$ cat src/hw/warp_sched_pkg.sv
// warp scheduler package with sizes, command opcodes and the issue payload
package warp_sched_pkg;

    localparam int num_warps = 4;
    localparam int nw_width = 2;
    localparam int num_threads = 4;
    localparam int pc_width = 32;
    localparam int num_barriers = 2;
    localparam int nb_width = 1;
    localparam int pending_width = 6;

    // warp control opcodes
    typedef enum logic [1:0] {
        op_wspawn = 2'd0,
        op_tmc    = 2'd1,
        op_bar    = 2'd2,
        op_none   = 2'd3
    } ctl_op_t;

    // what goes downstream per issue, 38 bits
    typedef struct packed {
        logic [nw_width-1:0]    wid;
        logic [num_threads-1:0] tmask;
        logic [pc_width-1:0]    pc;
    } issue_t;

endpackage

$ cat src/hw/warp_ctl_if.sv
// warp control interface carrying decoded state updates to the warp table
`timescale 1ns/1ns

interface warp_ctl_if;
    logic                                   spawn_valid;
    logic [warp_sched_pkg::num_warps-1:0]   spawn_mask;
    logic [warp_sched_pkg::pc_width-1:0]    spawn_pc;
    logic                                   tmc_valid;
    logic [warp_sched_pkg::nw_width-1:0]    tmc_wid;
    logic [warp_sched_pkg::num_threads-1:0] tmc_mask;
    logic                                   bar_stall_valid;
    logic [warp_sched_pkg::nw_width-1:0]    bar_wid;
    logic [warp_sched_pkg::num_warps-1:0]   bar_release_mask;
    logic                                   unlock_valid;
    logic [warp_sched_pkg::nw_width-1:0]    unlock_wid;
    logic                                   branch_valid;
    logic [warp_sched_pkg::nw_width-1:0]    branch_wid;
    logic                                   branch_taken;
    logic [warp_sched_pkg::pc_width-1:0]    branch_dest;

    modport src (
        output spawn_valid, spawn_mask, spawn_pc, tmc_valid, tmc_wid, tmc_mask,
        output bar_stall_valid, bar_wid, bar_release_mask, unlock_valid, unlock_wid,
        output branch_valid, branch_wid, branch_taken, branch_dest
    );
    modport dst (
        input spawn_valid, spawn_mask, spawn_pc, tmc_valid, tmc_wid, tmc_mask,
        input bar_stall_valid, bar_wid, bar_release_mask, unlock_valid, unlock_wid,
        input branch_valid, branch_wid, branch_taken, branch_dest
    );
endinterface

$ cat src/hw/issue_if.sv
// issue interface carrying the selected warp into the issue buffer
`timescale 1ns/1ns

interface issue_if;
    logic                   valid;
    logic                   ready;
    warp_sched_pkg::issue_t data;

    // transfer when valid and ready meet at a rising edge
    modport src (
        output valid, data,
        input  ready
    );
    modport dst (
        input  valid, data,
        output ready
    );
endinterface

$ cat src/hw/warp_ctl_decode.sv
// warp control decode, registers command strobes and tracks local barriers
`timescale 1ns/1ns

module warp_ctl_decode (
    input  logic                                   clk,
    input  logic                                   reset,
    input  logic                                   ctl_valid,
    input  warp_sched_pkg::ctl_op_t                ctl_op,
    input  logic [warp_sched_pkg::nw_width-1:0]    ctl_wid,
    input  logic [warp_sched_pkg::num_threads-1:0] ctl_mask,
    input  logic [warp_sched_pkg::pc_width-1:0]    ctl_pc,
    input  logic [warp_sched_pkg::nb_width-1:0]    ctl_bar_id,
    input  logic [warp_sched_pkg::nw_width-1:0]    ctl_bar_size_m1,
    input  logic                                   unlock_valid,
    input  logic [warp_sched_pkg::nw_width-1:0]    unlock_wid,
    input  logic                                   branch_valid,
    input  logic [warp_sched_pkg::nw_width-1:0]    branch_wid,
    input  logic                                   branch_taken,
    input  logic [warp_sched_pkg::pc_width-1:0]    branch_dest,
    warp_ctl_if.src                                upd
);
    // one arrival mask per barrier id
    logic [warp_sched_pkg::num_barriers-1:0][warp_sched_pkg::num_warps-1:0] bar_masks;
    logic [warp_sched_pkg::num_warps-1:0] cur_mask;
    logic [warp_sched_pkg::nw_width:0]    arrive_cnt;
    logic                                 is_bar;
    logic                                 bar_last;

    assign cur_mask = bar_masks[ctl_bar_id];
    assign is_bar = ctl_valid && (ctl_op == warp_sched_pkg::op_bar);

    always_comb begin
        arrive_cnt = '0;
        for (int i = 0; i < warp_sched_pkg::num_warps; i++) begin
            arrive_cnt = arrive_cnt + (warp_sched_pkg::nw_width + 1)'(cur_mask[i]);
        end
    end

    // final arrival when everyone else is already waiting
    assign bar_last = (arrive_cnt == {1'b0, ctl_bar_size_m1});

    always_ff @(posedge clk) begin
        if (reset) begin
            bar_masks            <= '0;
            upd.spawn_valid      <= 1'b0;
            upd.tmc_valid        <= 1'b0;
            upd.bar_stall_valid  <= 1'b0;
            upd.bar_release_mask <= '0;
            upd.unlock_valid     <= 1'b0;
            upd.branch_valid     <= 1'b0;
        end else begin
            upd.spawn_valid      <= ctl_valid && (ctl_op == warp_sched_pkg::op_wspawn);
            upd.tmc_valid        <= ctl_valid && (ctl_op == warp_sched_pkg::op_tmc);
            upd.bar_stall_valid  <= is_bar && !bar_last;
            upd.bar_release_mask <= (is_bar && bar_last) ? cur_mask : '0;
            upd.unlock_valid     <= unlock_valid;
            upd.branch_valid     <= branch_valid;
            if (is_bar) begin
                if (bar_last) begin
                    bar_masks[ctl_bar_id] <= '0;
                end else begin
                    bar_masks[ctl_bar_id][ctl_wid] <= 1'b1;
                end
            end
        end
    end

    // payload fields follow their strobes
    always_ff @(posedge clk) begin
        upd.spawn_mask   <= warp_sched_pkg::num_warps'(ctl_mask);
        upd.spawn_pc     <= ctl_pc;
        upd.tmc_wid      <= ctl_wid;
        upd.tmc_mask     <= ctl_mask;
        upd.bar_wid      <= ctl_wid;
        upd.unlock_wid   <= unlock_wid;
        upd.branch_wid   <= branch_wid;
        upd.branch_taken <= branch_taken;
        upd.branch_dest  <= branch_dest;
    end

    a_no_op_none: assert property (@(posedge clk) disable iff (reset)
        ctl_valid |-> (ctl_op != warp_sched_pkg::op_none));

endmodule

$ cat src/hw/warp_table.sv
// warp table holding per-warp state and picking the lowest ready warp
`timescale 1ns/1ns

module warp_table (
    input  logic                                clk,
    input  logic                                reset,
    input  logic [warp_sched_pkg::pc_width-1:0] startup_pc,
    warp_ctl_if.dst                             upd,
    issue_if.src                                sel,
    output logic                                active_any
);
    logic [warp_sched_pkg::num_warps-1:0] active_r, active_n;
    logic [warp_sched_pkg::num_warps-1:0] stalled_r, stalled_n;
    logic [warp_sched_pkg::num_warps-1:0] bar_stall_r, bar_stall_n;
    logic [warp_sched_pkg::num_warps-1:0][warp_sched_pkg::num_threads-1:0] tmask_r, tmask_n;
    logic [warp_sched_pkg::num_warps-1:0][warp_sched_pkg::pc_width-1:0] pc_r, pc_n;
    logic [warp_sched_pkg::num_warps-1:0] ready_warps;
    logic [warp_sched_pkg::nw_width-1:0]  pick_wid;
    logic [warp_sched_pkg::nw_width-1:0]  sel_wid;
    logic [warp_sched_pkg::nw_width-1:0]  hold_wid;
    logic                                 pick_valid;
    logic                                 hold_valid;
    logic                                 sel_fire;

    assign ready_warps = active_r & ~(stalled_r | bar_stall_r);
    assign active_any = |active_r;

    // lowest index wins
    always_comb begin
        pick_valid = 1'b0;
        pick_wid = '0;
        for (int i = warp_sched_pkg::num_warps - 1; i >= 0; i--) begin
            if (ready_warps[i]) begin
                pick_valid = 1'b1;
                pick_wid = warp_sched_pkg::nw_width'(i);
            end
        end
    end

    // keep the offered warp while the buffer pushes back
    assign sel_wid = hold_valid ? hold_wid : pick_wid;
    assign sel.valid = hold_valid || pick_valid;
    assign sel.data.wid = sel_wid;
    assign sel.data.tmask = tmask_r[sel_wid];
    assign sel.data.pc = pc_r[sel_wid];
    assign sel_fire = sel.valid && sel.ready;

    always_comb begin
        active_n = active_r;
        stalled_n = stalled_r;
        bar_stall_n = bar_stall_r;
        tmask_n = tmask_r;
        pc_n = pc_r;

        // spawned warps start fresh with one thread
        if (upd.spawn_valid) begin
            for (int i = 0; i < warp_sched_pkg::num_warps; i++) begin
                if (upd.spawn_mask[i]) begin
                    active_n[i] = 1'b1;
                    stalled_n[i] = 1'b0;
                    bar_stall_n[i] = 1'b0;
                    tmask_n[i] = warp_sched_pkg::num_threads'(1);
                    pc_n[i] = upd.spawn_pc;
                end
            end
        end

        // zero mask retires the warp
        if (upd.tmc_valid) begin
            active_n[upd.tmc_wid] = (upd.tmc_mask != '0);
            tmask_n[upd.tmc_wid] = upd.tmc_mask;
        end

        if (upd.bar_stall_valid) begin
            bar_stall_n[upd.bar_wid] = 1'b1;
        end
        bar_stall_n = bar_stall_n & ~upd.bar_release_mask;

        if (upd.unlock_valid) begin
            stalled_n[upd.unlock_wid] = 1'b0;
        end
        if (upd.branch_valid) begin
            stalled_n[upd.branch_wid] = 1'b0;
        end

        // issued warp waits for unlock or branch
        if (sel_fire) begin
            stalled_n[sel_wid] = 1'b1;
            pc_n[sel_wid] = sel.data.pc + warp_sched_pkg::pc_width'(4);
        end

        // taken branch overrides the pc advance
        if (upd.branch_valid && upd.branch_taken) begin
            pc_n[upd.branch_wid] = upd.branch_dest;
        end
    end

    always_ff @(posedge clk) begin
        if (reset) begin
            active_r    <= warp_sched_pkg::num_warps'(1);
            stalled_r   <= '0;
            bar_stall_r <= '0;
            tmask_r     <= '0;
            tmask_r[0]  <= warp_sched_pkg::num_threads'(1);
            pc_r        <= '0;
            pc_r[0]     <= startup_pc;
            hold_valid  <= 1'b0;
        end else begin
            active_r    <= active_n;
            stalled_r   <= stalled_n;
            bar_stall_r <= bar_stall_n;
            tmask_r     <= tmask_n;
            pc_r        <= pc_n;
            hold_valid  <= sel.valid && !sel.ready;
        end
    end

    always_ff @(posedge clk) begin
        hold_wid <= sel_wid;
    end

    a_sel_active: assert property (@(posedge clk) disable iff (reset)
        sel.valid |-> active_r[sel_wid]);

    a_tmc_active: assert property (@(posedge clk) disable iff (reset)
        upd.tmc_valid |-> active_r[upd.tmc_wid]);

endmodule

$ cat src/hw/issue_buffer.sv
// issue buffer, two-entry skid on the issue handshake with pending count and busy
`timescale 1ns/1ns

module issue_buffer (
    input  logic                                   clk,
    input  logic                                   reset,
    issue_if.dst                                   sel,
    output logic                                   issue_valid,
    input  logic                                   issue_ready,
    output logic [warp_sched_pkg::nw_width-1:0]    issue_wid,
    output logic [warp_sched_pkg::num_threads-1:0] issue_tmask,
    output logic [warp_sched_pkg::pc_width-1:0]    issue_pc,
    input  logic                                   commit_valid,
    input  logic                                   active_any,
    output logic                                   busy
);
    warp_sched_pkg::issue_t out_data;
    warp_sched_pkg::issue_t skid_data;
    logic                   out_valid;
    logic                   skid_valid;
    logic                   push;
    logic                   pop;
    logic [warp_sched_pkg::pending_width-1:0] pending_cnt;

    // ready only looks at a flop
    assign sel.ready = !skid_valid;
    assign push = sel.valid && sel.ready;
    assign pop = out_valid && issue_ready;

    always_ff @(posedge clk) begin
        if (reset) begin
            out_valid  <= 1'b0;
            skid_valid <= 1'b0;
        end else if (!out_valid || pop) begin
            if (skid_valid) begin
                out_valid  <= 1'b1;
                skid_valid <= 1'b0;
            end else begin
                out_valid <= push;
            end
        end else if (push) begin
            skid_valid <= 1'b1;
        end
    end

    always_ff @(posedge clk) begin
        if (!out_valid || pop) begin
            out_data <= skid_valid ? skid_data : sel.data;
        end
        if (push && out_valid && !pop) begin
            skid_data <= sel.data;
        end
    end

    assign issue_valid = out_valid;
    assign issue_wid = out_data.wid;
    assign issue_tmask = out_data.tmask;
    assign issue_pc = out_data.pc;

    // outstanding issues waiting for commit
    always_ff @(posedge clk) begin
        if (reset) begin
            pending_cnt <= '0;
            busy        <= 1'b0;
        end else begin
            if (pop && !commit_valid) begin
                pending_cnt <= pending_cnt + 1'b1;
            end else if (commit_valid && !pop) begin
                pending_cnt <= pending_cnt - 1'b1;
            end
            busy <= active_any || (pending_cnt != '0);
        end
    end

    a_out_stable: assert property (@(posedge clk) disable iff (reset)
        (issue_valid && !issue_ready) |=> (issue_valid && $stable(out_data)));

    a_no_underflow: assert property (@(posedge clk) disable iff (reset)
        commit_valid |-> (pending_cnt != '0 || pop));

endmodule

$ cat src/hw/warp_sched_top.sv
// warp scheduler top level wiring command decode, warp table and issue buffer
`timescale 1ns/1ns

module warp_sched_top (
    input  logic                                   clk,
    input  logic                                   reset,
    input  logic [warp_sched_pkg::pc_width-1:0]    startup_pc,
    input  logic                                   ctl_valid,
    input  warp_sched_pkg::ctl_op_t                ctl_op,
    input  logic [warp_sched_pkg::nw_width-1:0]    ctl_wid,
    input  logic [warp_sched_pkg::num_threads-1:0] ctl_mask,
    input  logic [warp_sched_pkg::pc_width-1:0]    ctl_pc,
    input  logic [warp_sched_pkg::nb_width-1:0]    ctl_bar_id,
    input  logic [warp_sched_pkg::nw_width-1:0]    ctl_bar_size_m1,
    input  logic                                   unlock_valid,
    input  logic [warp_sched_pkg::nw_width-1:0]    unlock_wid,
    input  logic                                   branch_valid,
    input  logic [warp_sched_pkg::nw_width-1:0]    branch_wid,
    input  logic                                   branch_taken,
    input  logic [warp_sched_pkg::pc_width-1:0]    branch_dest,
    output logic                                   issue_valid,
    input  logic                                   issue_ready,
    output logic [warp_sched_pkg::nw_width-1:0]    issue_wid,
    output logic [warp_sched_pkg::num_threads-1:0] issue_tmask,
    output logic [warp_sched_pkg::pc_width-1:0]    issue_pc,
    input  logic                                   commit_valid,
    output logic                                   busy
);
    logic active_any;

    warp_ctl_if ctl_bus ();
    issue_if    sel_bus ();

    warp_ctl_decode u_decode (
        .clk             (clk),
        .reset           (reset),
        .ctl_valid       (ctl_valid),
        .ctl_op          (ctl_op),
        .ctl_wid         (ctl_wid),
        .ctl_mask        (ctl_mask),
        .ctl_pc          (ctl_pc),
        .ctl_bar_id      (ctl_bar_id),
        .ctl_bar_size_m1 (ctl_bar_size_m1),
        .unlock_valid    (unlock_valid),
        .unlock_wid      (unlock_wid),
        .branch_valid    (branch_valid),
        .branch_wid      (branch_wid),
        .branch_taken    (branch_taken),
        .branch_dest     (branch_dest),
        .upd             (ctl_bus.src)
    );

    warp_table u_table (
        .clk        (clk),
        .reset      (reset),
        .startup_pc (startup_pc),
        .upd        (ctl_bus.dst),
        .sel        (sel_bus.src),
        .active_any (active_any)
    );

    issue_buffer u_buffer (
        .clk          (clk),
        .reset        (reset),
        .sel          (sel_bus.dst),
        .issue_valid  (issue_valid),
        .issue_ready  (issue_ready),
        .issue_wid    (issue_wid),
        .issue_tmask  (issue_tmask),
        .issue_pc     (issue_pc),
        .commit_valid (commit_valid),
        .active_any   (active_any),
        .busy         (busy)
    );

endmodule

$ cat config.mk
export PLATFORM = sky130hd
export DESIGN_NAME = warp_sched_top
export DESIGN_NICKNAME = d
export VERILOG_FILES = /design/src/hw/warp_sched_pkg.sv /design/src/hw/warp_ctl_if.sv /design/src/hw/issue_if.sv /design/src/hw/warp_ctl_decode.sv /design/src/hw/warp_table.sv /design/src/hw/issue_buffer.sv /design/src/hw/warp_sched_top.sv
export SDC_FILE = /design/constraint.sdc
export NUM_CORES = 1
export LEC_CHECK = 0
export ABC_CLOCK_PERIOD_IN_PS = 7200
export BUFFER_PORTS_ARGS = -buffer_cell sky130_fd_sc_hd__clkbuf_2
export CORE_MARGIN = 2
export CORE_UTILIZATION = 40
export CTS_BUF_LIST = sky130_fd_sc_hd__clkbuf_4 sky130_fd_sc_hd__clkbuf_8 sky130_fd_sc_hd__clkbuf_16
export CTS_CLUSTER_DIAMETER = 80
export DETAILED_ROUTE_END_ITERATION = 7
export RECOVER_POWER = 25
export SYNTH_ARGS = -nofsm -noshare
export SYNTH_HDL_FRONTEND = slang
export SYNTH_SLANG_ARGS = --single-unit
$ cat constraint.sdc
create_clock -name clk -period 7.2 [get_ports clk]
set_clock_uncertainty 0.2 [all_clocks]
set_input_delay 0.36 -clock clk [delete_from_list [all_inputs] [get_ports clk]]
set_output_delay 0.36 -clock clk [all_outputs]
set_load 0.02 [all_outputs]
# ---- Word level (Yosys, flattened, before mapping)
# Cells that the tools add are included.
# Widths: inputs -> output; s select.
dict set report word_totals {
  regBits 336
  input_bits 119
  out_inout_bits 40
  word_cells 186
}
dict set report op_classes {
  add_sub_neg 6
  n_lt_le_gt_ge 12
  eq_ne 3
  muxes 78
  bitwise_logic 15
  n_reduce_logical 34
}
# cell n
set op_table {}
lappend op_table {{$mux 128} 3}
lappend op_table {{$bwmux 128} 2}
lappend op_table {{$mux 32} 8}
lappend op_table {{$demux 32 s2} 2}
lappend op_table {{$mux 4} 18}
lappend op_table {{$bmux 32 s2} 1}
lappend op_table {{$mux 38} 1}
lappend op_table {{$add 32x3->32 const B} 1}
lappend op_table {{$mux 16} 2}
lappend op_table {{$mux 1} 22}
lappend op_table {{$logic_and 1x1->1} 19}
lappend op_table {{$and 4x4->4} 4}
lappend op_table {{$bwmux 16} 1}
lappend op_table {{$not 4->4} 4}
lappend op_table {{$lt 2x3->1 const B} 5}
lappend op_table {{$mux 6} 2}
lappend op_table {{$or 4x4->4} 3}
lappend op_table {{$demux 1 s2} 5}
lappend op_table {{$ge 2x1->1 const B} 5}
lappend op_table {{$mux 2} 5}
lappend op_table {{$and 8x8->8} 1}
lappend op_table {{$bmux 4 s2} 1}
lappend op_table {{$demux 4 s1} 2}
lappend op_table {{$demux 4 s2} 1}
lappend op_table {{other kinds (22)} 30}

# ---- Logic depth before layout (Yosys ltp)
dict set report depth {
  word_depth 17
  ltp_mapped 15
  ltp_nobuf 12
}

# ---- Cells and area by module
# A second synthesis with hierarchy kept.
dict set report unflattened {
  cells_unflattened 1780
  hier_area_um2 16243.1
}
# module n_inst cells_per_inst area_each_um2 seq_area_each_um2
set by_module_without_submodules {}
lappend by_module_without_submodules {warp_table 1 1455 10706.5 3183.1}
lappend by_module_without_submodules {issue_buffer 1 182 3270.6 2462.4}
lappend by_module_without_submodules {warp_ctl_decode 1 143 2265.9 1841.8}

# ---- Worst setup path after synthesis
# Ideal clock, no wire load.
dict set report synth_path {
  kind {reg2reg}
  start {register u_buffer.out_valid (netlist: u_buffer.issue_valid)}
  end {register u_buffer.skid_data[0] in the netlist's numbering, enable pin}
  setup_ps 433
  arrival_ps 3123
  t_required_ps 6567
  setup_slack_ps 3444
  path_stages_with_launch 3
  n_path_buf 0
  path_cell_list {dfxtp_1 nand2b_1 nor2_1}
}
dict set report synth_via {
  elab_chain_len 3
}
# item line
set synth_lines {}
lappend synth_lines {{from (decl)} issue_buffer.sv:19} ;# logic out_valid;
lappend synth_lines {{from (signal assigned)} issue_buffer.sv:39} ;# out_valid <= push;
lappend synth_lines {{$logic_and 1x1->1} issue_buffer.sv:28} ;# assign pop = out_valid && issue_ready;
lappend synth_lines {{$logic_not 1->1} issue_buffer.sv:50} ;# if (push && out_valid && !pop) begin
lappend synth_lines {{$logic_and 1x1->1 (*)} issue_buffer.sv:50}
lappend synth_lines {{to (signal assigned)} issue_buffer.sv:51} ;# skid_data <= sel.data;
lappend synth_lines {{to (decl)} issue_buffer.sv:18} ;# warp_sched_pkg::issue_t skid_data;
# Mark *: on every way between the ends. The rest lies on a longest branch, timed or not.
# A chain may end at the register's enable or synchronous reset.

==> results.md <==
- Die span in y: 203 µm
- Post-CTS Setup Bufs: 0
- Multi-input gate area in the final layout: 7770 µm²
- HPWL Detailed: 34900 µm
- Synthesized instance count: 1798
- Critical path peak fanout: 21
- Final Instance Count excl. Fillers: 2565
- Worst slew margin: -0.806
- H-tree levels: 2
- CTS Buf Count: 40
- Placed Cells: 2376
- Clk_lat worst skew: 0.57 ns
- Core Area: 39500 µm²
- Post-Syn Area: 15900 µm²
- Vias per cell: 5.94
- Seq/Total Area, Yosys: 0.471
- Worst-Margin Slew: 2.71 ns
- Vias in the first global route: 14600
- DRC viols: 0
- Syn avg cell area: 8.85 µm²
- All-layer global routing usage: 0.266
- Final ANT Viol Nets: 0
- Period utilisation layout: 0.760
- EDFF count, synth: 76
- Core Util, Final: 0.496
- Synth top area share: 0.327
- MaxCap Viol Count: 1
- RSZ-0062 raised after global routing: false
- VDD IR max: 150 µV
- Most common cell in the netlist: nand2_1
- Setup TNS: 0 ns
- Wirelength, routed: 56300 µm
- PwrDens: 276 nW/µm²
- Via count: 15200
- Peak Freq: 0.183 GHz
- Most instantiated cells after synthesis: 311 x nand2_1, 260 x dfxtp_1, 184 x a21oi_1
- CP Capture Type: register
- Top_reg_cell synth: dfxtp_1
- Initial antenna violation count: 0
- # IOs: 159
- Status: finished with violations
- Syn_nets: 1927
- Lkg Pwr: 7.64 nW
- Synth async-reset ratio: 0
- Max-slew violations: 42
- Clock sink count: 336
- Area leader, netlist: dfxtp_1
- Failing checks: capacitance limit, slew limit
- Hold Path Depth: 5
- FF+latch count, synth: 336
- Final min period: 5.47 ns
- CTS tree: built
- CP Class: reg2reg
- YS warnings: 0
- Buffers on Ports: 158
- Grt ovf: 0
- CP required: 7.42 ns
- Setup-failing EPs final: 0
- CTS root buf: clkbuf_16
- HP Class: in2reg
- WL/cell: 22.0 µm
- Pre-antenna DRT Iters: 5
- Die width: 203 µm
- Crit start category: register
- CTS clk-pin slew, worst paths: 0.06 ns
- Final Hold Fails: 0
- Clock buffer depth: 3
- Largest net degree at the start of global routing: 74
- First-iteration detailed-routing DRC count: 1760
- Starting Density: 0.403
- R2R depth: 11
- Gp weighted congestion: 0.894
- Layout cells sized above 1: 0.165
- First-pass GRT wire length: 84800 µm
- Layout Nets: 2137
- Arr. time, crit path: 5.70 ns
- Fillers: 3754
- Area growth, synth to finish: 23.1%
- # resized after CTS: 0
- Inserted Diodes: 0
- Total Die Area: 41400 µm²
- Seq. cell area: 7490 µm²
- Unique masters post-synth: 82
- Synth area leaders: dfxtp_1 33%, edfxtp_1 14%, nand2_1 7.3%
- Std cell rows: 73
-- layout by cell type (no fill, tap or decap), types with 10 or more instances in the layout --
cell type,count
a211oi_1,27
mux2i_1,37
a21oi_1,184
and2_1,13
dlygate4sd3_1,115
a31oi_1,18
and3_1,16
nor3_1,46
a2111oi_4,10
nand4_1,18
xor2_1,10
o22ai_1,27
nor4_1,14
a32o_1,19
clkbuf_2,151
nand2b_1,17
dfxtp_1,259
nor2_1,93
clkbuf_16,41
o21ai_0,51
nand2_1,307
nor2b_1,24
edfxtp_1,76
mux2_2,29
o221ai_1,15
inv_1,39
o211ai_1,47
buf_4,29
xnor2_1,13
nand3_1,113
-- routing by layer --
metal	global-route usage	routed length (µm)	vias to the layer above
met5	0	0	-
met4	0.117	2230	0
met3	0.0449	5360	177
met2	0.422	25100	907
met1	0.357	23600	7187
li1	-	-	6957
-- worst max-delay path: stages, from the launching register on --
cell       delay, ns
dfxtp_1         0.68
and2_1          0.40
nand2_1         0.69
and2_1          0.55
o2111ai_2       0.47
ha_1            0.29
o2111a_1        0.22
nand2_2         0.16
nor4_2          0.92
a21boi_0        0.36
nor3_1          0.26
o22ai_1         0.13
-- report_power, final --
| group | internal [mW] | switching, mW |
|---|---|---|
| clock | 1.26 | 0.841 |
| sequential | 2.13 | 0.111 |
| combinational | 0.404 | 0.653 |
-- sequential cells by signal (all words and copies together) (netlist names), 6 cells and up --
signal	cells
u_table.tmask_r	16
u_buffer.pending_cnt	6
u_table.pc_r	128
u_decode.upd.spawn_pc	32
u_decode.bar_masks	8
u_buffer.skid_data	38
u_buffer.issue_pc	32
u_decode.upd.branch_dest	32
-- final timing paths --
kind	start	to	slack [ns]
worst max-delay path	u_table.hold_valid$_SDFF_PP0_	u_table.pc_r[50]$_SDFF_PP0_	1.73
worst min-delay path	ctl_bar_size_m1[0]	u_decode.upd.bar_release_mask[3]$_SDFF_PP0_	0.06
worst max register to register	u_table.hold_valid$_SDFF_PP0_	u_table.pc_r[50]$_SDFF_PP0_	1.73
worst min register to register	u_decode.upd.bar_release_mask[3]$_SDFF_PP0_	u_table.bar_stall_r[3]$_SDFF_PP0_	0.19
-- layout make-up --
class,instances,share of cell area
Timing Repair Buffer,303,0.110
Inverter,41,0.00786
Sequential cell,336,0.382
Clock buffer,48,0.0554
Multi-Input combinational cell,1286,0.397
Tap cell,525,0.0335
Clock inverter,26,0.0139
-- logic make-up (layout without fill, tap and decap cells) --
group,after synthesis,in the layout,share of synthesized area
flops,336,336,0.471
xor+xnor,23,23,0.0127
compound gates,470,470,0.206
mux,66,66,0.0438
buf+inv,176,418,0.0437
fa+ha+maj,10,10,0.00881
simple gates,717,717,0.214
-- timing repair --
action                                  CTS  global route
endpoints found under the setup margin    0             0
hold endpoints to repair                117             0
hold buffers                            115             0
-- through the flow --
step / setup slack, ns / instance area, µm² / hold WS (ns) / power (mW)
3_5_place_dp: 2.11 / 17100 / 0.184 / 3.26
3_3_place_gp: 2.23 / 17100 / 0.179 / 3.25
2_1_floorplan: 3.44 / 15900 / 0.173 / 2.93
4_1_cts: 1.98 / 19600 / 0.0392 / 5.41
6_report: 1.73 / 19600 / 0.0606 / 5.40
5_1_grt: 1.57 / 19600 / 0.112 / 5.60
(Power assumes the default switching activity.)
